`src/axi_pkg.sv`:
```
package axi_pkg;

    localparam int ADDR_W = 32;
    localparam int DATA_W = 64;
    localparam int PROT_W = 3;
    localparam int RESP_W = 2;

    localparam logic [RESP_W-1:0] RESP_OKAY   = 2'b00;
    localparam logic [RESP_W-1:0] RESP_SLVERR = 2'b10;

endpackage

```
`src/fetch_pkg.sv`:
```
package fetch_pkg;

    // Instruction and PC width
    localparam int XLEN = 32;

    // Privilege level field
    localparam int PLV_W = 2;

    // Queue sizing
    localparam int FB_CNT_W = 4;                    // Holds 0..FB_DEPTH
    localparam int FB_PTR_W = 3;                    // Index into the queue, wraps
    localparam logic [FB_CNT_W-1:0] FB_DEPTH = 8;

    localparam logic [XLEN-1:0] RESET_PC = 32'h1c00_0000;

    // One read returns an aligned instruction pair
    localparam logic [XLEN-1:0] PAIR_BYTES = 8;

endpackage
```
`src/fetch_top.sv`:
```
`timescale 1ns/1ps

module fetch_top (
    input  logic                          clk,
    input  logic                          rstn,
    input  logic                          flush,
    input  logic [fetch_pkg::XLEN-1:0]    redirect_pc,
    input  logic [fetch_pkg::PLV_W-1:0]   plv,
    input  logic                          take0,
    input  logic                          take1,
    output logic [axi_pkg::ADDR_W-1:0]    araddr,
    output logic [axi_pkg::PROT_W-1:0]    arprot,
    output logic                          arvalid,
    input  logic                          arready,
    input  logic [axi_pkg::DATA_W-1:0]    rdata,
    input  logic [axi_pkg::RESP_W-1:0]    rresp,
    input  logic                          rvalid,
    output logic                          rready,
    output logic [fetch_pkg::XLEN-1:0]    ir0,
    output logic [fetch_pkg::XLEN-1:0]    ir1,
    output logic [fetch_pkg::XLEN-1:0]    pc0,
    output logic [fetch_pkg::XLEN-1:0]    pc1,
    output logic [fetch_pkg::PLV_W-1:0]   plv0,
    output logic [fetch_pkg::PLV_W-1:0]   plv1,
    output logic                          fault0,
    output logic                          fault1,
    output logic                          valid0,
    output logic                          valid1
);

    logic                         reserve;
    logic                         can_issue;
    logic                         push;
    logic                         push_two;
    logic [fetch_pkg::XLEN-1:0]   push_pc;
    logic [axi_pkg::DATA_W-1:0]   push_data;
    logic [fetch_pkg::PLV_W-1:0]  push_plv;
    logic                         push_fault;
    logic [1:0]                   pop_cnt;

    fetch_ctrl u_ctrl (
        .clk         (clk),
        .rstn        (rstn),
        .flush       (flush),
        .redirect_pc (redirect_pc),
        .plv         (plv),
        .can_issue   (can_issue),
        .arready     (arready),
        .rvalid      (rvalid),
        .rdata       (rdata),
        .rresp       (rresp),
        .araddr      (araddr),
        .arprot      (arprot),
        .arvalid     (arvalid),
        .rready      (rready),
        .reserve     (reserve),
        .push        (push),
        .push_two    (push_two),
        .push_pc     (push_pc),
        .push_data   (push_data),
        .push_plv    (push_plv),
        .push_fault  (push_fault)
    );

    fetch_credit u_credit (
        .clk       (clk),
        .rstn      (rstn),
        .flush     (flush),
        .reserve   (reserve),
        .push      (push),
        .push_two  (push_two),
        .pop_cnt   (pop_cnt),
        .can_issue (can_issue)
    );

    fetch_buffer u_buffer (
        .clk        (clk),
        .rstn       (rstn),
        .flush      (flush),
        .push       (push),
        .push_two   (push_two),
        .push_pc    (push_pc),
        .push_data  (push_data),
        .push_plv   (push_plv),
        .push_fault (push_fault),
        .take0      (take0),
        .take1      (take1),
        .ir0        (ir0),
        .ir1        (ir1),
        .pc0        (pc0),
        .pc1        (pc1),
        .plv0       (plv0),
        .plv1       (plv1),
        .fault0     (fault0),
        .fault1     (fault1),
        .valid0     (valid0),
        .valid1     (valid1),
        .pop_cnt    (pop_cnt)
    );

endmodule

```
`src/fetch_buffer.sv`:
```
`timescale 1ns/1ps

module fetch_buffer (
    input  logic                          clk,
    input  logic                          rstn,
    input  logic                          flush,
    input  logic                          push,
    input  logic                          push_two,
    input  logic [fetch_pkg::XLEN-1:0]    push_pc,
    input  logic [axi_pkg::DATA_W-1:0]    push_data,
    input  logic [fetch_pkg::PLV_W-1:0]   push_plv,
    input  logic                          push_fault,
    input  logic                          take0,
    input  logic                          take1,
    output logic [fetch_pkg::XLEN-1:0]    ir0,
    output logic [fetch_pkg::XLEN-1:0]    ir1,
    output logic [fetch_pkg::XLEN-1:0]    pc0,
    output logic [fetch_pkg::XLEN-1:0]    pc1,
    output logic [fetch_pkg::PLV_W-1:0]   plv0,
    output logic [fetch_pkg::PLV_W-1:0]   plv1,
    output logic                          fault0,
    output logic                          fault1,
    output logic                          valid0,
    output logic                          valid1,
    output logic [1:0]                    pop_cnt
);

    logic [fetch_pkg::XLEN-1:0]  ir_q  [fetch_pkg::FB_DEPTH];
    logic [fetch_pkg::XLEN-1:0]  pc_q  [fetch_pkg::FB_DEPTH];
    logic [fetch_pkg::PLV_W-1:0] plv_q [fetch_pkg::FB_DEPTH];
    logic [fetch_pkg::FB_DEPTH-1:0] fault_q;

    logic [fetch_pkg::FB_PTR_W-1:0] head;
    logic [fetch_pkg::FB_PTR_W-1:0] tail;
    logic [fetch_pkg::FB_PTR_W-1:0] head_1;
    logic [fetch_pkg::FB_PTR_W-1:0] tail_1;
    logic [fetch_pkg::FB_CNT_W-1:0] count;
    logic [1:0]                     push_cnt;

    assign head_1   = head + 1'b1;
    assign tail_1   = tail + 1'b1;
    assign push_cnt = push ? {push_two, !push_two} : 2'b00;
    assign pop_cnt  = {take1, take0 && !take1};

    // Two oldest entries face decode
    assign ir0    = ir_q[head];
    assign ir1    = ir_q[head_1];
    assign pc0    = pc_q[head];
    assign pc1    = pc_q[head_1];
    assign plv0   = plv_q[head];
    assign plv1   = plv_q[head_1];
    assign fault0 = fault_q[head];
    assign fault1 = fault_q[head_1];
    assign valid0 = (count != 0);
    assign valid1 = (count > 1);

    always_ff @(posedge clk or negedge rstn)
    begin
        if (!rstn)
        begin
            head  <= '0;
            tail  <= '0;
            count <= '0;
        end
        else if (flush)
        begin
            head  <= '0;
            tail  <= '0;
            count <= '0;
        end
        else
        begin
            head  <= head + pop_cnt;
            tail  <= tail + push_cnt;
            count <= count + push_cnt - pop_cnt;
        end
    end

    always_ff @(posedge clk)
    begin
        if (push)
        begin
            pc_q[tail]    <= push_pc;
            plv_q[tail]   <= push_plv;
            fault_q[tail] <= push_fault;
            if (push_two)
            begin
                ir_q[tail]      <= push_data[fetch_pkg::XLEN-1:0];
                ir_q[tail_1]    <= push_data[2*fetch_pkg::XLEN-1:fetch_pkg::XLEN];
                pc_q[tail_1]    <= push_pc + 4;
                plv_q[tail_1]   <= push_plv;
                fault_q[tail_1] <= push_fault;
            end
            else
                ir_q[tail] <= push_data[2*fetch_pkg::XLEN-1:fetch_pkg::XLEN];  // Upper word only
        end
    end

    // Credit in fetch_credit must keep this from firing
    no_overflow: assert property (@(posedge clk) disable iff (!rstn)
        push |-> count + push_cnt <= fetch_pkg::FB_DEPTH + pop_cnt);

    take_order: assert property (@(posedge clk) disable iff (!rstn)
        take1 |-> take0);

    take_valid: assert property (@(posedge clk) disable iff (!rstn)
        (!take0 || valid0) && (!take1 || valid1));

endmodule

```
`src/fetch_credit.sv`:
```
`timescale 1ns/1ps

module fetch_credit (
    input  logic        clk,
    input  logic        rstn,
    input  logic        flush,
    input  logic        reserve,
    input  logic        push,
    input  logic        push_two,
    input  logic [1:0]  pop_cnt,
    output logic        can_issue
);

    logic [fetch_pkg::FB_CNT_W-1:0] credit;
    logic [fetch_pkg::FB_CNT_W-1:0] credit_nxt;
    logic                           refund;

    // Response returns the pair reservation, minus what was really pushed
    assign refund = push && !push_two;

    always_comb
    begin
        if (flush)
            credit_nxt = fetch_pkg::FB_DEPTH;
        else
            credit_nxt = credit + pop_cnt + refund - (reserve ? 2'd2 : 2'd0);
    end

    always_ff @(posedge clk or negedge rstn)
    begin
        if (!rstn)
        begin
            credit    <= fetch_pkg::FB_DEPTH;
            can_issue <= 1'b1;
        end
        else
        begin
            credit    <= credit_nxt;
            can_issue <= (credit_nxt >= 2);   // Room for a full pair
        end
    end

    // Underflow wraps above FB_DEPTH, so this bound catches both directions
    credit_range: assert property (@(posedge clk) disable iff (!rstn)
        credit <= fetch_pkg::FB_DEPTH);

endmodule

```
`src/fetch_ctrl.sv`:
```
`timescale 1ns/1ps

module fetch_ctrl (
    input  logic                          clk,
    input  logic                          rstn,
    input  logic                          flush,
    input  logic [fetch_pkg::XLEN-1:0]    redirect_pc,
    input  logic [fetch_pkg::PLV_W-1:0]   plv,
    input  logic                          can_issue,
    input  logic                          arready,
    input  logic                          rvalid,
    input  logic [axi_pkg::DATA_W-1:0]    rdata,
    input  logic [axi_pkg::RESP_W-1:0]    rresp,
    output logic [axi_pkg::ADDR_W-1:0]    araddr,
    output logic [axi_pkg::PROT_W-1:0]    arprot,
    output logic                          arvalid,
    output logic                          rready,
    output logic                          reserve,
    output logic                          push,
    output logic                          push_two,
    output logic [fetch_pkg::XLEN-1:0]    push_pc,
    output logic [axi_pkg::DATA_W-1:0]    push_data,
    output logic [fetch_pkg::PLV_W-1:0]   push_plv,
    output logic                          push_fault
);

    typedef enum logic [1:0] {IDLE, ADDR, DATA, DRAIN} state_t;

    state_t state;
    state_t state_nxt;
    logic [fetch_pkg::XLEN-1:0] pc;
    logic [fetch_pkg::XLEN-1:0] pc_nxt;
    logic stale;        // AR still pending when a flush came
    logic ar_hs;

    assign arvalid = (state == ADDR);
    assign rready  = (state == DATA) || (state == DRAIN);
    assign ar_hs   = arvalid && arready;

    // A request made stale by a flush never holds a reservation
    assign reserve = ar_hs && !stale && !flush;

    assign push       = (state == DATA) && rvalid && !flush;
    assign push_two   = !pc[2];     // Odd-word target gives only the upper word
    assign push_pc    = pc;
    assign push_data  = rdata;
    assign push_plv   = plv;
    assign push_fault = (rresp == axi_pkg::RESP_SLVERR);

    always_comb
    begin
        if (flush)
            pc_nxt = redirect_pc;
        else if (push)
            pc_nxt = {pc[fetch_pkg::XLEN-1:3], 3'b000} + fetch_pkg::PAIR_BYTES;
        else
            pc_nxt = pc;
    end

    always_comb
    begin
        state_nxt = state;
        case (state)
            IDLE:
                if (flush || can_issue)
                    state_nxt = ADDR;
            ADDR:
                if (arready)
                    state_nxt = (flush || stale) ? DRAIN : DATA;
            DATA:
                if (rvalid)
                    state_nxt = flush ? ADDR : IDLE;
                else if (flush)
                    state_nxt = DRAIN;
            DRAIN:
                if (rvalid)
                    state_nxt = ADDR;   // Credit is full again after the flush
            default:
                state_nxt = IDLE;
        endcase
    end

    always_ff @(posedge clk or negedge rstn)
    begin
        if (!rstn)
        begin
            state <= IDLE;
            pc    <= fetch_pkg::RESET_PC;
            stale <= 1'b0;
        end
        else
        begin
            state <= state_nxt;
            pc    <= pc_nxt;
            if (flush && arvalid && !arready)
                stale <= 1'b1;
            else if (ar_hs)
                stale <= 1'b0;
        end
    end

    // Captured on entry to ADDR, held until the handshake
    always_ff @(posedge clk)
    begin
        if (state_nxt == ADDR && state != ADDR)
        begin
            araddr <= {pc_nxt[fetch_pkg::XLEN-1:3], 3'b000};
            arprot <= {1'b1, 1'b0, plv[0]};     // Instruction access
        end
    end

    ar_hold: assert property (@(posedge clk) disable iff (!rstn)
        arvalid && !arready |=> arvalid && $stable(araddr) && $stable(arprot));

endmodule

```
`config.mk`:
```
export PLATFORM = sky130hd
export DESIGN_NAME = fetch_top
export DESIGN_NICKNAME = d
export VERILOG_FILES = /design/src/axi_pkg.sv /design/src/fetch_pkg.sv /design/src/fetch_top.sv /design/src/fetch_buffer.sv /design/src/fetch_credit.sv /design/src/fetch_ctrl.sv
export SDC_FILE = /design/constraint.sdc
export NUM_CORES = 1
export LEC_CHECK = 0
export BUFFER_PORTS_ARGS = -buffer_cell sky130_fd_sc_hd__buf_2
export CAP_MARGIN = 10
export CORE_MARGIN = 2
export CORE_UTILIZATION = 48
export CTS_CLUSTER_DIAMETER = 60
export DETAILED_ROUTE_END_ITERATION = 8
export PLACE_DENSITY = 0.66
export SLEW_MARGIN = 15
export SYNTH_ARGS = -nofsm -noshare
export SYNTH_HDL_FRONTEND = slang
export SYNTH_SLANG_ARGS = --single-unit
export TNS_END_PERCENT = 5
```
`constraint.sdc`:
```
create_clock -name clk -period 4.1 [get_ports clk]
set_input_delay 1.025 -clock clk [delete_from_list [all_inputs] [get_ports clk]]
set_output_delay 1.025 -clock clk [all_outputs]
set_load 0.005 [all_outputs]
```
Word-level counts from Yosys, hierarchy flattened. Memory sizes are Yosys's and may differ from the RTL's. Cells that the tools add are included.

Register bits after elaboration: 88. Word-level logic and storage cells: 103. Memory bits (writable): 528. Bits of input ports: 107. ROM bits: 0. Memories: 3. Output and inout port bits: 173. Latch bits: 0.

Memory list: u_buffer.ir_q (words 8, bits a word 32, rd ports 2, clocked after memory_dff 0, write ports 2, RTL line fetch_buffer.sv:28) `logic [fetch_pkg::XLEN-1:0] ir_q [fetch_pkg::FB_DEPTH];`; u_buffer.pc_q (words 8, bits a word 32, rd ports 2, clocked after memory_dff 0, write ports 2, RTL line fetch_buffer.sv:29) `logic [fetch_pkg::XLEN-1:0] pc_q [fetch_pkg::FB_DEPTH];`; u_buffer.plv_q (words 8, bits a word 2, rd ports 2, clocked after memory_dff 0, write ports 2, RTL line fetch_buffer.sv:30) `logic [fetch_pkg::PLV_W-1:0] plv_q [fetch_pkg::FB_DEPTH];`.

Add/sub/neg operators: 11. Magnitude comparators: 8. Reduce and logical (&&, ||, !) cells: 24. Multiply operators: 0. Bitwise logic cells: 1. Muxes and demuxes: 38. Divide/modulo/power cells: 0. Equality and inequality tests: 6. Shift-type cells: 0.

Operators by type and width (number): 32-bit 2-to-1 mux (3); 32-bit by 3-bit adder with 32-bit output (second input constant) (1); 32-bit by 4-bit adder with 32-bit output (second input constant) (1); 8-bit bitwise mux (2); 3-bit by 4-bit < comparator with 1-bit output (second input constant) (4); 1-bit 2-to-1 mux (16); 2-bit 2-to-1 mux (7); 1-bit logical AND (12); 4-bit by 2-bit adder with 4-bit output (2); 4-bit 2-to-1 mux (2); 8-bit 2-to-1 mux (1); 2-bit case mux with 4 select lines (1); 3-bit by 1-bit adder with 3-bit output (second input constant) (2); 3-bit by 2-bit adder with 3-bit output (2); 1-bit binary-select mux with 3-bit select (2); 1-bit demux with 3-bit select (2); 2-bit == test (second input constant) (3); 3-bit by 1-bit greater-or-equal comparator with 1-bit output (second input constant) (2); 3-bit 2-to-1 mux (2); 1-bit zero test (5); 4-bit by 1-bit adder with 4-bit output (1); 2-bit by 1-bit == test with 1-bit output (second input constant) (2); 4-bit by 2-bit greater-or-equal comparator with 1-bit output (second input constant) (1); 4-bit by 1-bit > comparator with 1-bit output (second input constant) (1); 8 further kinds (11).

Depth between registers and ports, before layout. Gate-level depths: netlist of the first run.

Depth after elaboration: 8. Mapped depth: 12.

Modules after synthesis. From an unflattened synthesis of the first run, not the netlist that was laid out.

Cell total of the unflattened synthesis: 2752. Area total of the unflattened synthesis: 35783.1 µm².

By module, submodules not included: fetch_buffer (area each 32115.8 µm², cells an instance 2400, seq. area each 16345.7 µm², instances 1); fetch_ctrl (area each 3380.7 µm², cells an instance 327, seq. area each 1780.5 µm², instances 1); fetch_credit (area each 286.5 µm², cells an instance 25, seq. area each 127.6 µm², instances 1).

Worst setup path before layout of the first run. OpenSTA, ideal clock, no wires.

Path kind: input-to-reg. Start: input port flush. End: register u_ctrl.araddr[10] in the netlist's numbering (enable). Path slack: 0.207 ns. Path buffers: 1. Data arrival time: 3.438 ns. Stages on the path: 3. Setup time: 0.455 ns. Required time: 3.645 ns. Cells stage by stage: clkbuf_1 > a211oi_1 > nor3_1.

Word-level cells in the longest chain between the ends: 6. Elaborated cells on any way between the ends: 11. Those cells by class: eq/ne (1); mux (7); reduce/logical (3).

RTL lines: from (decl) (RTL line fetch_top.sv:6) `input logic flush,`; 1-bit logical OR (RTL line fetch_ctrl.sv:69) `state_nxt = (flush || stale) ? DRAIN : DATA;`; 1-bit 2-to-1 mux (RTL line fetch_ctrl.sv:69); 2-bit 2-to-1 mux (RTL line fetch_ctrl.sv:68) `if (arready)`; 2-bit case mux with 4 select lines * (RTL line fetch_ctrl.sv:63) `case (state)`; 2-bit by 1-bit == test with 1-bit output * (RTL line fetch_ctrl.sv:105) `if (state_nxt == ADDR && state != ADDR)`; 1-bit logical AND * (RTL line fetch_ctrl.sv:105); to (signal assigned) (RTL line fetch_ctrl.sv:107) `araddr <= {pc_nxt[fetch_pkg::XLEN-1:3], 3'b000};`; to (decl) (RTL line fetch_ctrl.sv:14) `output logic [axi_pkg::ADDR_W-1:0] araddr,`.

Every way passes the cells marked *; elsewhere a longest branch is shown, timed or not. A chain may end at the register's enable or synchronous reset.

Worst setup path after layout of the first run.
Start: register u_buffer.head[1] in the netlist's numbering. End: output port pc1[14] in the netlist's numbering.

Word-level cells in the longest chain between the ends: 2.

RTL lines: from (decl) (RTL line fetch_buffer.sv:33) `logic [fetch_pkg::FB_PTR_W-1:0] head;`; from (signal assigned) (RTL line fetch_buffer.sv:73) `head <= head + pop_cnt;`; 3-bit by 1-bit adder with 3-bit output (RTL line fetch_buffer.sv:40) `assign head_1 = head + 1'b1;`; memory 8 x 32 bit; to (decl) (RTL line fetch_top.sv:22) `output logic [fetch_pkg::XLEN-1:0] pc1,`.

No other way between the ends.

==> results.cfg, run 1 <==
[run_status]
outcome = complete, no violations

[clock_tree]
cts_sinks = 616
numCtsBuffers = 69
cts_tree = yes
htreeDepth = 3
clock_path_buffers = 3
clkTransAtPathRegs_ns = 0.06
root_buffer = clkbuf_16
clkLatencyLatePin_ns = 0.61

[grt]
grt_use_total = 0.2611
grt_max_degree = 124
grt_pass1_wl_microns = 138800
antenna_found_initial = 8
grt_pass1_vias = 22175
overflow = 0

[worst_setup_path]
crit_chain = ha_4 > buf_12 > buf_16 > mux4_2 > mux2_2 > buf_2
crit_slowest_cell = dfrtp_4
startpoint = u_buffer.head[1]
endpoint_kind = primary output
critPathMaxFanout = 23
crit_type = flip-flop to primary output
rr_startpoint = u_ctrl.push_pc[14]
reg2reg_slack_ns = 0.99
cp-start-kind = flip-flop
critPathArrivalTime_ns = 3.03
cp_slowest_stage_delay_ns = 0.63
required_ns = 3.07

[logic_synthesis]
yosysWarnings = 0
yosys.cell_types.count = 46
ys_seq_area_frac = 0.5443
postSynthCellCount = 2512
async_flop_share = 0.08117
synth_area_leaders = edfxtp_1 (51%), mux4_2 (18%), mux2_2 (4.8%), a21oi_1 (3.9%), nor2_1 (3.5%)
synth_area_leader_cell = edfxtp_1
synth_edf_count = 566
synth_seq_cells = 616
syn_area_per_cell_sq_um = 13.35
synth_area_sq_um = 33530
synth_top_area_frac = 0.5068
ys.flop_type = edfxtp_1

[die]
ioPinCount = 280
core_sq_um = 68830
die_y_microns = 268.3
die-width_microns = 268.3
floorplan.initialDensity = 0.4872
placementRows = 96
dieArea_sq_um = 71990

[timing]
period_needed_ns = 4.057
post-route-period-util = 0.9894
max-slew-margin-rel = 0.3165
clock_skew_ns = 0.02448
hold_viol_final = 0
max_freq_mhz = 246.5
tightest_slew_ns = 1.017
finalMaxSlewViolations = 0
setup_viol = 0
grt_setup_unrepaired = true

[cells_and_area]
synthToLayoutAreaGrowth_pct = 13.12
final_nets = 2704
final_core_utilization = 0.5512
final_common_cell = edfxtp_1
final_cell_count_no_fill = 3565
drive_above_1_share = 0.3404
final_cell_mix = edfxtp_1 (566), nor2_1 (301), buf_2 (271)

[routing]
first_pass_iters = 6
wire_per_inst_microns = 26.34
ant_nets = 0
wirelength_microns = 93920
viasPerCell = 6.197
dr_total_vias = 22093
drc = 0
drtIter0Drc = 2789

[place]
routabilityCongestion = 0.8185
port-buffer-count = 274
hpwl_microns = 56040
dp_cells = 3435

[hold_path]
hp-class = input port to async pin

[power_and_ir_drop]
power_density_nw_per_um2 = 422.1
p_total_uw = 16010
power_leakage_uw = 0.01289
peakVddDrop_mv = 0.3170

[run]
maxCapViolCount = 0
[synthesized netlist by cell type, types with 22 or more instances]
cell      number
mux2_2       142
clkbuf_1     285
xor2_1        30
mux4_2       268
buf_2         30
mux2i_1       33
nand3_1       47
nor2_1       317
or4_1         22
xnor2_1      100
dfrtp_1       45
a21oi_1      262
nor3_1        23
buf_1         40
inv_1         24
nand2_1      111
edfxtp_1     566
[sequential cells by signal, indices dropped and copies added, names as in the netlist]
signal              count
u_buffer.count          4
u_buffer.fault_q        8
u_buffer.head           3
u_buffer.ir_q         256
u_buffer.pc_q         256
u_buffer.plv_q         16
u_buffer.tail           3
u_credit.can_issue      1
u_credit.credit         4
u_ctrl.araddr          29
u_ctrl.arprot           1
u_ctrl.push_pc         32
u_ctrl.stale            1
u_ctrl.state            2
[worst max-delay path: cells and delay by family (launching register included)]
| kind | cells | cell delay, ns |
|---|---|---|
| adders and majority gates | 1 | 0.51 |
| buffers and inverters | 3 | 0.61 |
| muxes | 2 | 0.61 |
| DFF | 1 | 0.63 |
[cells by family after synthesis]
kind of cell | share of synthesized area
flip-flops | 0.5443
other | 0.0002239
buffers and inverters | 0.04488
adder cells (fa/ha/maj) | 0.008806
multiplexers | 0.2375
XOR/XNOR | 0.03395
AND/OR/NAND/NOR | 0.07947
AO/OA/AOI/OAI | 0.05082
[path summary, 6_finish.rpt]
kind	end	cells past startpoint
max in group asynchronous	u_ctrl.push_pc[27]	2
setup / recovery	pc1[14]	6
min in group clk	u_ctrl.stale	2
setup reg to reg	u_ctrl.araddr[30]	4
hold reg to reg	u_ctrl.stale	2
hold / removal	u_ctrl.push_pc[14]	1
[through the flow]
step / hold WS (ns) / setup slack (ns) / TNS [ns] / cell area [sq um]
final: 0.5237 / 0.04347 / 0 / 37930
after global routing: 0.5762 / -0.04460 / -0.5100 / 37930
after CTS: 0.5330 / 0.0006293 / 0 / 37860
after detailed placement: 0.5202 / 0.5219 / 0 / 35720
after global placement: 0.5058 / 0.5181 / 0 / 35720
after floorplan: 0.4923 / 0.2071 / 0 / 33550
[where the power goes]
group          internal, uW  switching [uW]  total [uW]
Sequential             7090             197        7290
Clock                  3300            2520        5820
Combinational          1450            1450        2900
Total                 11800            4170       16000
[repair_timing]
item                       CTS  global route
setup endpoints to repair   87            60
gates resized for setup     10             7
hold buffers                 0             0
pin swaps                    1             0
setup buffers                1             0
hold endpoints to repair     0             0
gates cloned                 0             1
[area by class of cell]
cell class	instances	area (sq um)
Fill cell	5542	30890
Sequential cell	616	18270
Multi-Input combinational cell	1514	14020
Timing Repair Buffer	352	2297
Clock buffer	87	1837
Tap cell	931	1165
Clock inverter	36	245.2
Inverter	24	90.09
Antenna cell	5	12.51
[metal layers]
metal  global-route usage  vias up  routed length (microns)
met3              0.04609      166                     8120
li1                     -     9551                        -
met2               0.4251     1092                    46340
met5                    0        -                       28
met1               0.3582    11278                    36910
met4              0.08546        6                     2515
(Power assumes the default switching activity.)
==> run 2, diff against run 1 <==
- REMOVE_ABC_BUFFERS: not set -> 1
==> run 2 against run 1 <==
Compared with the run above: first-iteration DRC count down 4.9%; sequential share of layout area hardly changed; global-route usage shrank 0.10 points; sequential power is essentially flat; die area stayed put; non-clock buffer count shrank 11; wire length decreased by 0.69%; maximum frequency is 1.4% higher; critical path type unchanged; largest cell class unchanged; largest power group unchanged.
==> results.cfg, run 2 (synthesis results as in run 1) <==
[clock_tree]
numCtsBuffers = 70
cts_tree = yes
cts_sinks = 616
clock_path_buffers = 3
clkTransAtPathRegs_ns = 0.06
htreeDepth = 3
root_buffer = clkbuf_16
clkLatencyLatePin_ns = 0.62

[die]
ioPinCount = 280
floorplan.initialDensity = 0.4872
die-width_microns = 268.3
die_y_microns = 268.3
core_sq_um = 68830
placementRows = 96
dieArea_sq_um = 71990

[cells_and_area]
regArea_sq_um = 18270
final_cell_mix = edfxtp_1 (566), nor2_1 (301), buf_2 (274)
multi_input_area_sq_um = 14000
final_core_utilization = 0.5508
synthToLayoutAreaGrowth_pct = 13.04
final_common_cell = edfxtp_1
nFillCells = 5582
final_nets = 2694
drive_above_1_share = 0.3425

[power_and_ir_drop]
p_switching_uw = 4279
power_density_nw_per_um2 = 430.1
p_comb_frac = 0.175
power_leakage_uw = 0.01288
clockPowerShare = 0.379
seq_power_share = 0.446
peakVddDrop_mv = 0.3087
p_sw_frac = 0.2625
internal_power_uw = 12030

[worst_setup_path]
critPathArrivalTime_ns = 2.97
crit_slowest_cell = mux4_2
crit_type = flip-flop to primary output
required_ns = 3.07
cp_slowest_stage_delay_ns = 0.57
cp-start-kind = flip-flop
startpoint = u_buffer.head[0]
endpoint_kind = primary output
crit_chain = ha_4 > buf_16 > mux4_2 > mux2_2 > buf_2
critPathMaxFanout = 41
cp.depth = 5
crit_buf_inv = 2
reg2reg_slack_ns = 1.03
rr_worst_depth = 4
rr_startpoint = u_ctrl.push_pc[6]
critical_path.endpoint = ir1[4]
r2r_end = u_ctrl.araddr[28]
cp_top_family = multiplexers

[routing]
drtIter0Drc = 2651
ant_nets = 0
first_pass_iters = 5
dr_total_vias = 22161
wirelength_microns = 93260
wire_per_inst_microns = 26.18
drc = 0
viasPerCell = 6.220

[timing]
max_freq_mhz = 250.1
hold_viol_final = 0
period_needed_ns = 3.999
tightest_slew_ns = 0.9977
max-slew-margin-rel = 0.3297
clock_skew_ns = 0.02948
grt_setup_unrepaired = true
setup_viol = 0
whs_ns = 0.5532
finalMaxSlewViolations = 0
post-route-period-util = 0.9753

[grt]
grt_pass1_vias = 22426
grt_max_degree = 138
antenna_found_initial = 2
grt_pass1_wl_microns = 138900
grt_use_total = 0.2601
overflow = 0

[place]
hpwl_microns = 54730
port-buffer-count = 274
routabilityCongestion = 0.8181

[run_status]
outcome = complete, no violations

[hold_path]
hp-class = flip-flop to flip-flop

[run]
maxCapViolCount = 0
==> run 2: changes by cell type in the layout (fill, tap and decap cells not counted), moves of 5 or more <==
cell	change
buf_6	-6
clkinv_1	-5
clkinv_2	+5
mux2_2	+6
mux2_4	-6
==> run 2: how the worst min path moves through the flow <==
stage,cells after the start,to,startpoint,slack [ns]
global route,2,u_ctrl.stale,u_ctrl.stale,0.58
global placement,2,u_ctrl.stale,u_ctrl.stale,0.52
CTS,2,u_ctrl.stale,u_ctrl.stale,0.57
detailed placement,2,u_ctrl.stale,u_ctrl.stale,0.56
finish,2,u_ctrl.stale,u_ctrl.stale,0.55
floorplan,2,u_ctrl.stale,u_ctrl.stale,0.49
==> run 2: per-stage QoR <==
stage | cell area [sq um] | cells | setup TNS [ns] | setup slack (ns) | power (uW)
after floorplan | 32130 | 2154 | -1221.29 | -10.03 | 9473
after detailed placement | 35610 | 3426 | 0 | 0.5210 | 10260
after global placement | 35610 | 3426 | 0 | 0.5465 | 10200
after CTS | 37870 | 3556 | 0 | 0.03112 | 16400
after global routing | 37890 | 3556 | -0.01809 | -0.01023 | 16850
final | 37910 | 3563 | 0 | 0.1012 | 16300
==> run 2: cell type report <==
class                   count  area share
clock inverters            43     0.01027
inverters                  24    0.002376
flip-flops and latches    616      0.4818
repair buffers            341     0.05578
multi-input cells        1514      0.3693
diodes                      7   0.0004621
clock buffers              87     0.04925
well taps                 931     0.03073
==> run 2: layer usage <==
layer  routed length [microns]  vias to the layer above  track usage  share of wire
met1                     36000                    11344       0.3515           0.39
met4                      2586                        2      0.08667          0.028
met2                     46380                     1094       0.4340           0.50
li1                          -                     9539            -              -
met5                        12                        -            0        0.00013
met3                      8281                      182      0.03894          0.089
==> run 2: worst min-delay path: stages (launching register included) <==
cell     delay (ns)
dfrtp_1        0.34
a21oi_1        0.05
a21oi_1        0.12
==> run 2: repair_timing <==
action,4_1_cts,5_1_grt
endpoints found under the setup margin,0,10
setup buffers,0,0
hold buffers,0,0
resized for setup,0,4
==> run 2: power groups by stage <==
stage,Clock (uW),Combinational [uW],Sequential [uW]
6_report,6180,2850,7270
5_1_grt,6490,3070,7290
4_1_cts,6250,2880,7270
3_5_place_dp,0,2860,7400
3_3_place_gp,0,2810,7390
2_1_floorplan,0,1960,7510
